$ cat config.mk
export PLATFORM = sky130hd
export DESIGN_NAME = TextureMappingUnit
export DESIGN_NICKNAME = d
export VERILOG_FILES = /design/src/rasterPkg.sv /design/src/ValueDelay.sv /design/src/TexEnv.sv /design/src/TextureMappingUnit.sv
export SDC_FILE = /design/constraint.sdc
export NUM_CORES = 2
export LEC_CHECK = 0
export ABC_AREA = 0
export BUFFER_PORTS_ARGS = -buffer_cell sky130_fd_sc_hd__buf_4
export CAP_MARGIN = 0
export CORE_AREA = 2 2 279 281
export DETAILED_ROUTE_END_ITERATION = 7
export DIE_AREA = 0 0 281 283
export PLACE_DENSITY = 0.77
export SYNTH_ARGS = -nofsm -noshare
export SYNTH_HDL_FRONTEND = slang
export SYNTH_SLANG_ARGS = --single-unit
$ cat constraint.sdc
create_clock -name aclk -period 8.2 [get_ports aclk]
set_input_delay 2.46 -clock aclk [delete_from_list [all_inputs] [get_ports aclk]]
set_output_delay 2.46 -clock aclk [all_outputs]
set_load 0.01 [all_outputs]
$ cat src/rasterPkg.sv
// Shared constants of the fragment shading pipeline
// Function codes, wrap modes and fixed stage latencies
// Referenced by scoped name from the RTL and the testbench
package rasterPkg;

    ///////////////////////////////////////////////////////////////////////
    // Texture environment functions
    ///////////////////////////////////////////////////////////////////////

    // Width of the function code
    parameter int TEX_ENV_FUNC_WIDTH = 3;

    // Texel passed through unchanged
    parameter logic [TEX_ENV_FUNC_WIDTH-1:0] REPLACE = 3'd0;
    // Texel times primary colour, all channels
    parameter logic [TEX_ENV_FUNC_WIDTH-1:0] MODULATE = 3'd1;
    // Texel over primary, weighted by texel alpha
    parameter logic [TEX_ENV_FUNC_WIDTH-1:0] DECAL = 3'd2;
    // Primary towards env colour, weighted by texel
    parameter logic [TEX_ENV_FUNC_WIDTH-1:0] BLEND = 3'd3;
    // Saturating sum of texel and primary
    parameter logic [TEX_ENV_FUNC_WIDTH-1:0] ADD = 3'd4;
    // Codes 5 to 7 are unassigned and act as REPLACE

    ///////////////////////////////////////////////////////////////////////
    // Coordinate wrap modes, one bit per axis
    ///////////////////////////////////////////////////////////////////////

    // Fraction bits kept, integer part dropped
    parameter logic REPEAT = 1'b0;
    // Clamped into [0, 1.0)
    parameter logic CLAMP_TO_EDGE = 1'b1;

    ///////////////////////////////////////////////////////////////////////
    // Pipeline latencies in clock cycles
    ///////////////////////////////////////////////////////////////////////

    // Texture memory, read address register to data
    parameter int TEXEL_LATENCY = 6;
    // Texture environment combiner
    parameter int TEXENV_LATENCY = 2;
    // Whole mapping unit, fragment in to colour out
    // Coordinate stage + texel fetch + combiner
    parameter int TMU_LATENCY = 1 + TEXEL_LATENCY + TEXENV_LATENCY;

endpackage

$ cat src/ValueDelay.sv
// Fixed-depth delay line for payload data
// Aligns a value with a slower parallel path, no reset
`timescale 1ns/1ps

module ValueDelay
#(
    parameter int VALUE_SIZE = 32,
    parameter int DELAY = 1
)
(
    input  logic                    aclk,
    input  logic [VALUE_SIZE-1:0]   in,
    output logic [VALUE_SIZE-1:0]   out
);

    // One register per cycle of delay
    logic [VALUE_SIZE-1:0] stages [DELAY];

    always_ff @(posedge aclk)
    begin
        stages[0] <= in;
        // Shift towards the tail
        for (int i = 1; i < DELAY; i++)
        begin
            stages[i] <= stages[i - 1];
        end
    end

    assign out = stages[DELAY - 1];

endmodule

$ cat src/TexEnv.sv
// Texture environment combiner for RGBA colours
// Mixes texel, primary colour and env colour as selected by func
// Two register stages, colour valid TEXENV_LATENCY cycles after input
`timescale 1ns/1ps

module TexEnv
#(
    parameter int SUB_PIXEL_WIDTH = 8,
    localparam int PIXEL_WIDTH = 4 * SUB_PIXEL_WIDTH
)
(
    input  logic                                        aclk,

    // Function select, held steady while fragments are in flight
    input  logic [rasterPkg::TEX_ENV_FUNC_WIDTH-1:0]    func,

    input  logic [PIXEL_WIDTH-1:0]                      texSrcColor,
    input  logic [PIXEL_WIDTH-1:0]                      primaryColor,
    input  logic [PIXEL_WIDTH-1:0]                      envColor,

    output logic [PIXEL_WIDTH-1:0]                      color
);

    // RGBA order, red in the top channel, alpha in the low channel
    localparam int ALPHA_CHANNEL = 0;

    // Texel alpha weights DECAL on every channel
    logic [SUB_PIXEL_WIDTH-1:0] texAlpha;

    assign texAlpha = texSrcColor[ALPHA_CHANNEL * SUB_PIXEL_WIDTH +: SUB_PIXEL_WIDTH];

    for (genvar ch = 0; ch < 4; ch++)
    begin : gChannel
        localparam logic [SUB_PIXEL_WIDTH-1:0] CH_MAX = '1;
        localparam bit IS_ALPHA = (ch == ALPHA_CHANNEL);

        logic [SUB_PIXEL_WIDTH-1:0]     tex;
        logic [SUB_PIXEL_WIDTH-1:0]     prim;
        logic [SUB_PIXEL_WIDTH-1:0]     env;
        logic [2*SUB_PIXEL_WIDTH-1:0]   modProduct;
        logic [2*SUB_PIXEL_WIDTH-1:0]   decalSum;
        logic [2*SUB_PIXEL_WIDTH-1:0]   blendSum;
        logic [SUB_PIXEL_WIDTH:0]       addSum;

        // Stage one results
        logic [SUB_PIXEL_WIDTH-1:0]     s1Tex;
        logic [SUB_PIXEL_WIDTH-1:0]     s1Prim;
        logic [SUB_PIXEL_WIDTH-1:0]     s1Mod;
        logic [SUB_PIXEL_WIDTH-1:0]     s1Decal;
        logic [SUB_PIXEL_WIDTH-1:0]     s1Blend;
        logic [SUB_PIXEL_WIDTH:0]       s1Add;

        // Stage two result
        logic [SUB_PIXEL_WIDTH-1:0]     s2Color;

        assign tex  = texSrcColor[ch * SUB_PIXEL_WIDTH +: SUB_PIXEL_WIDTH];
        assign prim = primaryColor[ch * SUB_PIXEL_WIDTH +: SUB_PIXEL_WIDTH];
        assign env  = envColor[ch * SUB_PIXEL_WIDTH +: SUB_PIXEL_WIDTH];

        // Full width products, top half taken as the result
        assign modProduct = tex * prim;
        // Sum never exceeds max * max, so no carry out
        assign decalSum = tex * texAlpha + prim * (CH_MAX - texAlpha);
        assign blendSum = prim * (CH_MAX - tex) + env * tex;
        // Extra bit keeps the overflow for saturation
        assign addSum = tex + prim;

        ///////////////////////////////////////////////////////////////////
        // Stage one, products and sums
        ///////////////////////////////////////////////////////////////////
        always_ff @(posedge aclk)
        begin
            s1Tex   <= tex;
            s1Prim  <= prim;
            s1Mod   <= modProduct[SUB_PIXEL_WIDTH +: SUB_PIXEL_WIDTH];
            s1Decal <= decalSum[SUB_PIXEL_WIDTH +: SUB_PIXEL_WIDTH];
            s1Blend <= blendSum[SUB_PIXEL_WIDTH +: SUB_PIXEL_WIDTH];
            s1Add   <= addSum;
        end

        ///////////////////////////////////////////////////////////////////
        // Stage two, select and saturate
        ///////////////////////////////////////////////////////////////////
        always_ff @(posedge aclk)
        begin
            case (func)
                rasterPkg::MODULATE:
                begin
                    s2Color <= s1Mod;
                end
                rasterPkg::DECAL:
                begin
                    // Alpha straight from the primary colour
                    s2Color <= IS_ALPHA ? s1Prim : s1Decal;
                end
                rasterPkg::BLEND:
                begin
                    s2Color <= IS_ALPHA ? s1Mod : s1Blend;
                end
                rasterPkg::ADD:
                begin
                    if (IS_ALPHA)
                    begin
                        s2Color <= s1Mod;
                    end
                    else
                    begin
                        // Clip at channel max
                        s2Color <= s1Add[SUB_PIXEL_WIDTH] ? CH_MAX
                                                          : s1Add[SUB_PIXEL_WIDTH-1:0];
                    end
                end
                // REPLACE and unassigned codes
                default:
                begin
                    s2Color <= s1Tex;
                end
            endcase
        end

        assign color[ch * SUB_PIXEL_WIDTH +: SUB_PIXEL_WIDTH] = s2Color;
    end

endmodule

$ cat src/TextureMappingUnit.sv
// Texture mapping unit of the fragment pipeline
// Clamps the coordinates, requests the texel, combines it with the
// primary colour and emits the colour TMU_LATENCY cycles later
`timescale 1ns/1ps

module TextureMappingUnit
#(
    parameter int SUB_PIXEL_WIDTH = 8,
    parameter int TEX_SIZE_LOG2 = 4,
    localparam int PIXEL_WIDTH = 4 * SUB_PIXEL_WIDTH
)
(
    input  logic                                        aclk,
    input  logic                                        reset,

    // Configuration, steady while fragments are in flight
    input  logic [rasterPkg::TEX_ENV_FUNC_WIDTH-1:0]    confFunc,
    input  logic                                        confTextureClampS,
    input  logic                                        confTextureClampT,
    input  logic [PIXEL_WIDTH-1:0]                      confTextureEnvColor,

    // Texture memory access
    output logic [15:0]                                 texelS,
    output logic [15:0]                                 texelT,
    input  logic [PIXEL_WIDTH-1:0]                      texel,

    // Fragment in
    input  logic [PIXEL_WIDTH-1:0]                      primaryColor,
    input  logic [31:0]                                 textureS,
    input  logic [31:0]                                 textureT,
    input  logic                                        fragmentValid,

    // Fragment out
    output logic [PIXEL_WIDTH-1:0]                      fragmentColor,
    output logic                                        fragmentColorValid
);

    // Nearest neighbour, so the bits below the texel index are dropped
    localparam logic [15:0] TEXEL_MASK = 16'hffff << (15 - TEX_SIZE_LOG2);

    // Sign in bit 23, 1.0 at bit 15
    function automatic logic [15:0] clampTexture(input logic [23:0] texCoord,
                                                 input logic mode);
        logic [15:0] result;
        result = texCoord[15:0];
        if (mode != rasterPkg::REPEAT)
        begin
            if (texCoord[23])
            begin
                // Below zero
                result = 16'h0000;
            end
            else if (texCoord[22:15] != '0)
            begin
                // 1.0 or more, last texel
                result = 16'h7fff;
            end
        end
        return result;
    endfunction

    ///////////////////////////////////////////////////////////////////////
    // Stage 0, coordinates and texel request
    ///////////////////////////////////////////////////////////////////////
    logic [PIXEL_WIDTH-1:0] step0PrimaryColor;

    always_ff @(posedge aclk)
    begin
        texelS <= clampTexture(textureS[23:0], confTextureClampS) & TEXEL_MASK;
        texelT <= clampTexture(textureT[23:0], confTextureClampT) & TEXEL_MASK;
        step0PrimaryColor <= primaryColor;
    end

    ///////////////////////////////////////////////////////////////////////
    // Wait for the texel
    ///////////////////////////////////////////////////////////////////////
    logic [PIXEL_WIDTH-1:0] step1PrimaryColor;

    ValueDelay #(
        .VALUE_SIZE(PIXEL_WIDTH),
        .DELAY(rasterPkg::TEXEL_LATENCY)
    ) primaryColorDelay (
        .aclk(aclk),
        .in(step0PrimaryColor),
        .out(step1PrimaryColor)
    );

    ///////////////////////////////////////////////////////////////////////
    // Texture environment, output straight from the combiner
    ///////////////////////////////////////////////////////////////////////
    TexEnv #(
        .SUB_PIXEL_WIDTH(SUB_PIXEL_WIDTH)
    ) texEnv (
        .aclk(aclk),
        .func(confFunc),
        .texSrcColor(texel),
        .primaryColor(step1PrimaryColor),
        .envColor(confTextureEnvColor),
        .color(fragmentColor)
    );

    // Valid strobe, one bit per pipeline stage
    logic [rasterPkg::TMU_LATENCY-1:0] validPipe;

    always_ff @(posedge aclk)
    begin
        if (reset)
        begin
            validPipe <= '0;
        end
        else
        begin
            validPipe <= {validPipe[rasterPkg::TMU_LATENCY-2:0], fragmentValid};
        end
    end

    assign fragmentColorValid = validPipe[rasterPkg::TMU_LATENCY-1];

endmodule

== Yosys cells after proc, flatten, opt, wreduce, memory -nomap -nowiden ==
Memory sizes are Yosys's and may differ from the RTL's.
Index checks and enable logic that the tools add are counted.

* Add/subtract/negate cells: 13
* Multipliers: 16
* Reduce and logical (&&, ||, !) cells: 3
* Mux-type cells: 13
* Equal/unequal tests: 4

{| class="wikitable"
|+ Operators with widths
! cell !! number
|-
| multiplier 8 x 8 -> 16 bit || 10
|-
| adder 16 bit || 6
|-
| multiplier 8 x 16 -> 16 bit || 6
|-
| two-way mux 16 bit || 6
|-
| case mux 8 bit (4 select lines) || 3
|-
| subtractor 8 x 8 -> 9 bit, first input constant || 4
|-
| adder 8 x 8 -> 9 bit || 3
|-
| two-way mux 8 bit || 3
|-
| case mux 8 bit (2 select lines) || 1
|-
| nonzero test 8 bit || 2
|-
| == test 3 x 2 -> 1 bit, second input constant || 2
|-
| == test 3 x 1 -> 1 bit, second input constant || 1
|-
| == test 3 bit, second input constant || 1
|-
| OR reduction 3 bit || 1
|}

* Logic and storage cells: 76
* Memories kept: 1
* RAM bits: 192
* Register bits after elaboration: 230
* Input port bits: 168

{| class="wikitable"
|+ Memories
! name !! words !! bits a word !! rd ports !! clocked after memory_dff !! write ports !! RTL line !! text
|-
| primaryColorDelay.stages || 6 || 32 || 6 || 0 || 6 || ValueDelay.sv:17 || <nowiki>logic [VALUE_SIZE-1:0] stages [DELAY];</nowiki>
|}

== Depth between registers and ports, before layout ==
* Word-level depth: 4
* Depth in mapped cells: 23
* Gate-level depth less buffers: 21

== Cells and area by module ==
A second synthesis with hierarchy kept.

* Cell total of the unflattened synthesis: 4,516
* Area total of the unflattened synthesis: 43,501.7 um2

{| class="wikitable"
|+ By module, submodules not included
! module !! times used !! cells each !! area each (um2)
|-
| TexEnv || 1 || 4,223 || 38,273.0
|-
| ValueDelay || 1 || 192 || 3,843.7
|-
| TextureMappingUnit || 1 || 101 || 1,385.1
|}

== Least setup slack after synthesis ==
OpenSTA, ideal clock, no wires.

* Path type: input -> register
* Start point: input texel[2]
* End point: register texEnv.gChannel[2].s1Decal[7]
* Setup slack: 541 ps
* Path buffers: 2
* Arrival time: 7,587 ps
* Setup time: 72 ps
* Stages on the path: 20
* Path through: clkbuf_1 > buf_1 > nand2_1 > fa_1 > fa_1 > inv_1 > fa_1 > fa_1 > fa_1 > inv_1 > fa_1 > inv_1 > ha_1 > o21ai_0 > nand2b_1 > a21oi_1 > o31ai_1 > or3_1 > a31oi_1 > xnor2_1

* Cells in the longest elaborated chain, start to end: 3
* Elaborated cells between the ends (all ways): 4
* Classes of those cells: add/sub (2); mul (2)

{| class="wikitable"
|+ RTL lines
! item !! RTL line !! text
|-
| start: declaration || TextureMappingUnit.sv:25 || <nowiki>input logic [PIXEL_WIDTH-1:0] texel,</nowiki>
|-
| subtractor 8 x 8 -> 9 bit || - ||
|-
| multiplier 8 x 16 -> 16 bit || TexEnv.sv:63 || <nowiki>assign decalSum = tex * texAlpha + prim * (CH_MAX - texAlpha);</nowiki>
|-
| adder 16 bit * || TexEnv.sv:63 ||
|-
| named net texEnv.gChannel[2].decalSum[15] || TexEnv.sv:41 || <nowiki>logic [2*SUB_PIXEL_WIDTH-1:0] decalSum;</nowiki>
|-
| end signal: assignment || TexEnv.sv:76 || <nowiki>s1Decal <= decalSum[SUB_PIXEL_WIDTH +: SUB_PIXEL_WIDTH];</nowiki>
|-
| end: declaration || TexEnv.sv:49 || <nowiki>logic [SUB_PIXEL_WIDTH-1:0] s1Decal;</nowiki>
|}

The timed path passes the listed nets; every way through them passes the cells marked *.
A chain may end at the register's enable or synchronous reset.

== Worst setup path in the final report ==
* Start point: input texel[29]
* End point: register texEnv.gChannel[3].s1Blend[7]

* Cells in the longest elaborated chain, start to end: 3
* Elaborated cells between the ends (all ways): 4
* Classes of those cells: add/sub (2); mul (2)

{| class="wikitable"
|+ RTL lines
! item !! RTL line !! text
|-
| subtractor 8 x 8 -> 9 bit || TexEnv.sv:64 || <nowiki>assign blendSum = prim * (CH_MAX - tex) + env * tex;</nowiki>
|-
| multiplier 8 x 16 -> 16 bit || TexEnv.sv:64 ||
|-
| adder 16 bit * || TexEnv.sv:64 ||
|-
| named net texEnv.gChannel[3].blendSum[15] || TexEnv.sv:42 || <nowiki>logic [2*SUB_PIXEL_WIDTH-1:0] blendSum;</nowiki>
|-
| end signal: assignment || TexEnv.sv:77 || <nowiki>s1Blend <= blendSum[SUB_PIXEL_WIDTH +: SUB_PIXEL_WIDTH];</nowiki>
|-
| end: declaration || TexEnv.sv:50 || <nowiki>logic [SUB_PIXEL_WIDTH-1:0] s1Blend;</nowiki>
|}

Marks and branches as above.

==> metrics list <==
* Antenna cells: 0
- Ratio of cells with drive above 1 in the final layout: 7.80%
- The clock arrives with 0.0369 ns of skew.
* Reg2Reg Setup Slack: 2.04 ns
- The kind of cell with the highest combined delay along the critical path is adder cells.
- Worst setup path start: texel[29]
- The congestion estimate from routability-driven global placement came to 0.844.
* Core region area: 0.0767 mm^2
- PwrDens: 320 mW/mm^2
- The first detailed-routing pass took 5 iterations.
- Headroom to the max-slew limit: 35.2%
* Total Wirelength: 93,400 um
* Top library cells by usage in the layout, fill and taps aside: 1,049 x inv_1, 713 x fa_1, 540 x ha_1
- Horizontal die dimension: 281 um
* DR WL/cell: 16.3 um
* Register bit total from synthesis: 422
* Clock-pin slew reported for the worst setup and hold paths after clock tree synthesis: 0.07 ns
- Setup repair after global routing missed its margin: no
* Clock tree from TritonCTS: done
- For this run, the number of Yosys warnings is 0.
* Area of the multi-input gates: 0.0302 mm^2
- EDFF count, synth: 0
- Counting every sink on the clock net gives 422.
- Status: complete, no violations
* Residual DRC count: 0
- Cell-by-cell trace of the critical path: buf_4, clkinv_1, ha_1, fa_1, inv_1, fa_1, inv_1, fa_1, fa_1, fa_1, inv_1, fa_1, inv_1, ha_1, a21oi_1, o21bai_1, a21oi_1, o311ai_0, buf_4, a21oi_1, xnor2_1
- Counting every instance in the synthesized netlist gives 4,518.
* Number of library cell types mapped by synthesis: 59
- The number of antenna violations at the first check in global routing is 1.
- In the final design database the tool counted 6,063 nets.
* Average vias per placed instance: 5.11
* Worst min-delay path category: register to register
- Fill count: 6,192
* Largest buffer count on any clock path: 3
* Number of endpoints with negative hold slack in the final report: 0
- Entering global routing, the biggest net connects 39 pins.
* Global-route congestion overflow total: 0
- Detailed placer's ending HPWL: 69,800 um
- In this run the tool buffered the top-level ports with 164 buffer cells.
- Antenna-violating nets left: 0
- Number of setup buffers added after CTS: 0
- By area, the combinational part of the netlist is dominated by adder cells.
- Setup TNS: 0 ns
* Post-synthesis instance area: 0.0434 mm^2
- Global routing used 24.8% of the available tracks across all layers.
- Clock latency on the worst-skew pair: 0.61 ns
* Startpoint type of the worst setup path: primary input
- Critical path depth in cells: 21
- Data arrival time of the critical path: 8.01 ns
- Total area of sequential cells: 0.00845 mm^2
- The number of global-route vias before repair came to 32,000.
- The most used flip-flop cell after synthesis is dfxtp_1.
* Simple-gate share of the synthesized area: 14.7%
- The first global-routing pass estimated 159,000 um of wire.
- CP required: 8.72 ns
* Crit path kind: primary input to register
* Starting DRC count in detailed routing: 1,537
- Of the available clock period, the critical path in the final layout requires 91.3%.
- The number of clock buffers added by TritonCTS is 48.
- The worst register-to-register path begins at primaryColorDelay.stages[5][25]$_DFF_P_.
- Vias: 29,300
- Post-synthesis xor/xnor area fraction: 2.24%
- Destination of the critical timing path: texEnv.gChannel[3].s1Blend[7]$_DFF_P_
- The die covers 0.0795 mm^2.
- From bottom edge to top edge, the die measures 283 um.
* Clock period minus final worst setup slack: 7.48 ns
- # Max-Cap Violations: 0
- Pins over their slew limit: 0
- Along the worst path, the maximum fanout reaches 13.
- Number of top-level design ports: 233
* Post-cts hold buffer count: 0
- Adder-Cell Fraction of Synth Area: 48.5%
- The worst register-to-register path ends at texEnv.gChannel[3].s1Blend[5]$_DFF_P_.
* Worst slew pin tran: 0.970 ns
- Of the post-synthesis cell area, the part taken by muxes is 0%.
* Async S/R FF share, synth: 0%
* Worst IR Drop VDD: 0.373 mV
- The worst register-to-register path has a depth of 19.
- The largest individual stage delay along the critical path comes from the cell fa_1.
- After synthesis, the mean cell area works out to 9.61 um^2.
* CP most frequent cell: fa_1
- CTS placed an instance of clkbuf_16 at the clock tree root.
- Commonest non-fill, non-tap cell in the layout: inv_1
- Final setup violation count: 0
- Post-cts sizing count: 0
* Total design power: 15.2 mW
- Endpoint type of the worst setup path: register
* Standard-cell row count: 102
* Complex-gate fraction of the synthesized area: 4.08%
- The analysis attributes to cell leakage a power of 24.5 nW.
- The largest single stage delay on the critical path is 0.51 ns.
* Number of levels the H-tree was split into: 2
- Relative to the synthesized area, the layout overhead comes to 9.49%.
- Combined buffer and inverter count along the critical path: 7
- Highest clock rate: 134 MHz
- Once the floorplan was initialized, standard cells occupied 56.6% of the core.
- Sequential elements use 19.5% of the synthesized area.
==> final cells by class <==
cell class              count  area share, %
flip-flops and latches    422           17.8
multi-input cells        2861           63.6
clock buffers              66           2.91
inverters                1054           8.33
well taps                1040           2.74
clock inverters            24          0.548
repair buffers            255           4.08
==> kinds of logic (layout without fill, tap and decap cells) <==
family	Yosys count	count (layout)
flops	422	422
other cells	1	22
fa+ha+maj	1253	1253
compound gates	268	268
xor+xnor	111	111
buf+inv	1256	1399
simple gates	1207	1207
==> power by group <==
group	internal, mW	switching (mW)
clock	1.29	0.921
combinational	4.70	5.63
sequential	2.55	0.123
==> per-stage QoR <==
stage                     std cells  utilization [%]  hold WS (ns)  cell area, um^2  setup slack, ns
after floorplan                4539                -         0.310            43500            0.541
after global placement         5632             59.8         0.310            45900            0.293
after detailed placement       5632             59.8         0.312            45900            0.206
after CTS                      5722             62.0         0.319            47500            0.797
after global routing           5722             62.0         0.326            47500            0.483
final                          5722             62.0         0.316            47500            0.716
==> cells in the mapped netlist, drive strengths merged (29+ instances only) <==
library cell  number  area, um^2
a21oi             56         292
clkbuf           164         616
nand2b            65         407
and2             364        2280
o21ai             72         372
nor2b            217        1360
buf               38         239
xnor2             90         788
nand4             29         181
ha               540        6760
dfxtp            422        8450
nand2            376        1410
inv             1051        3950
fa               713       14300
nor2             103         389
==> metal layers <==
| metal | vias to the layer above | GRT usage [%] | wire length [um] |
|---|---|---|---|
| met3 | 174 | 3.57 | 5830 |
| li1 | 13600 | - | - |
| met4 | 2 | 7.46 | 2600 |
| met5 | - | 0 | 12 |
| met1 | 14700 | 32.2 | 38600 |
| met2 | 811 | 42.8 | 46400 |
==> sequential cells by signal, indices dropped and copies added, names as in the netlist <==
| signal | flops |
|---|---|
| texelS | 5 |
| texelT | 5 |
| validPipe | 9 |
| texEnv.gChannel.s2Color | 32 |
| texEnv.gChannel.s1Mod | 32 |
| texEnv.gChannel.s1Add | 27 |
| texEnv.gChannel.s1Decal | 24 |
| texEnv.gChannel.s1Prim | 8 |
| texEnv.gChannel.s1Tex | 32 |
| texEnv.gChannel.s1Blend | 24 |
| primaryColorDelay.stages | 192 |
| step0PrimaryColor | 32 |
==> worst min path at each step <==
| stage | slack, ns | cells after the start | to | from |
|---|---|---|---|---|
| 2_1_floorplan | 0.31 | 0 | primaryColorDelay.stages[0][0]$_DFF_P_ | step0PrimaryColor[0]$_DFF_P_ |
| 3_3_place_gp | 0.31 | 0 | primaryColorDelay.stages[5][23]$_DFF_P_ | primaryColorDelay.stages[4][23]$_DFF_P_ |
| 3_5_place_dp | 0.31 | 0 | primaryColorDelay.stages[1][16]$_DFF_P_ | primaryColorDelay.stages[0][16]$_DFF_P_ |
| 4_1_cts | 0.32 | 0 | primaryColorDelay.stages[3][26]$_DFF_P_ | primaryColorDelay.stages[2][26]$_DFF_P_ |
| 5_1_grt | 0.33 | 0 | primaryColorDelay.stages[5][18]$_DFF_P_ | primaryColorDelay.stages[4][18]$_DFF_P_ |
| 6_report | 0.32 | 0 | primaryColorDelay.stages[0][23]$_DFF_P_ | step0PrimaryColor[23]$_DFF_P_ |
Note: power is estimated with default switching activity, not from simulation.
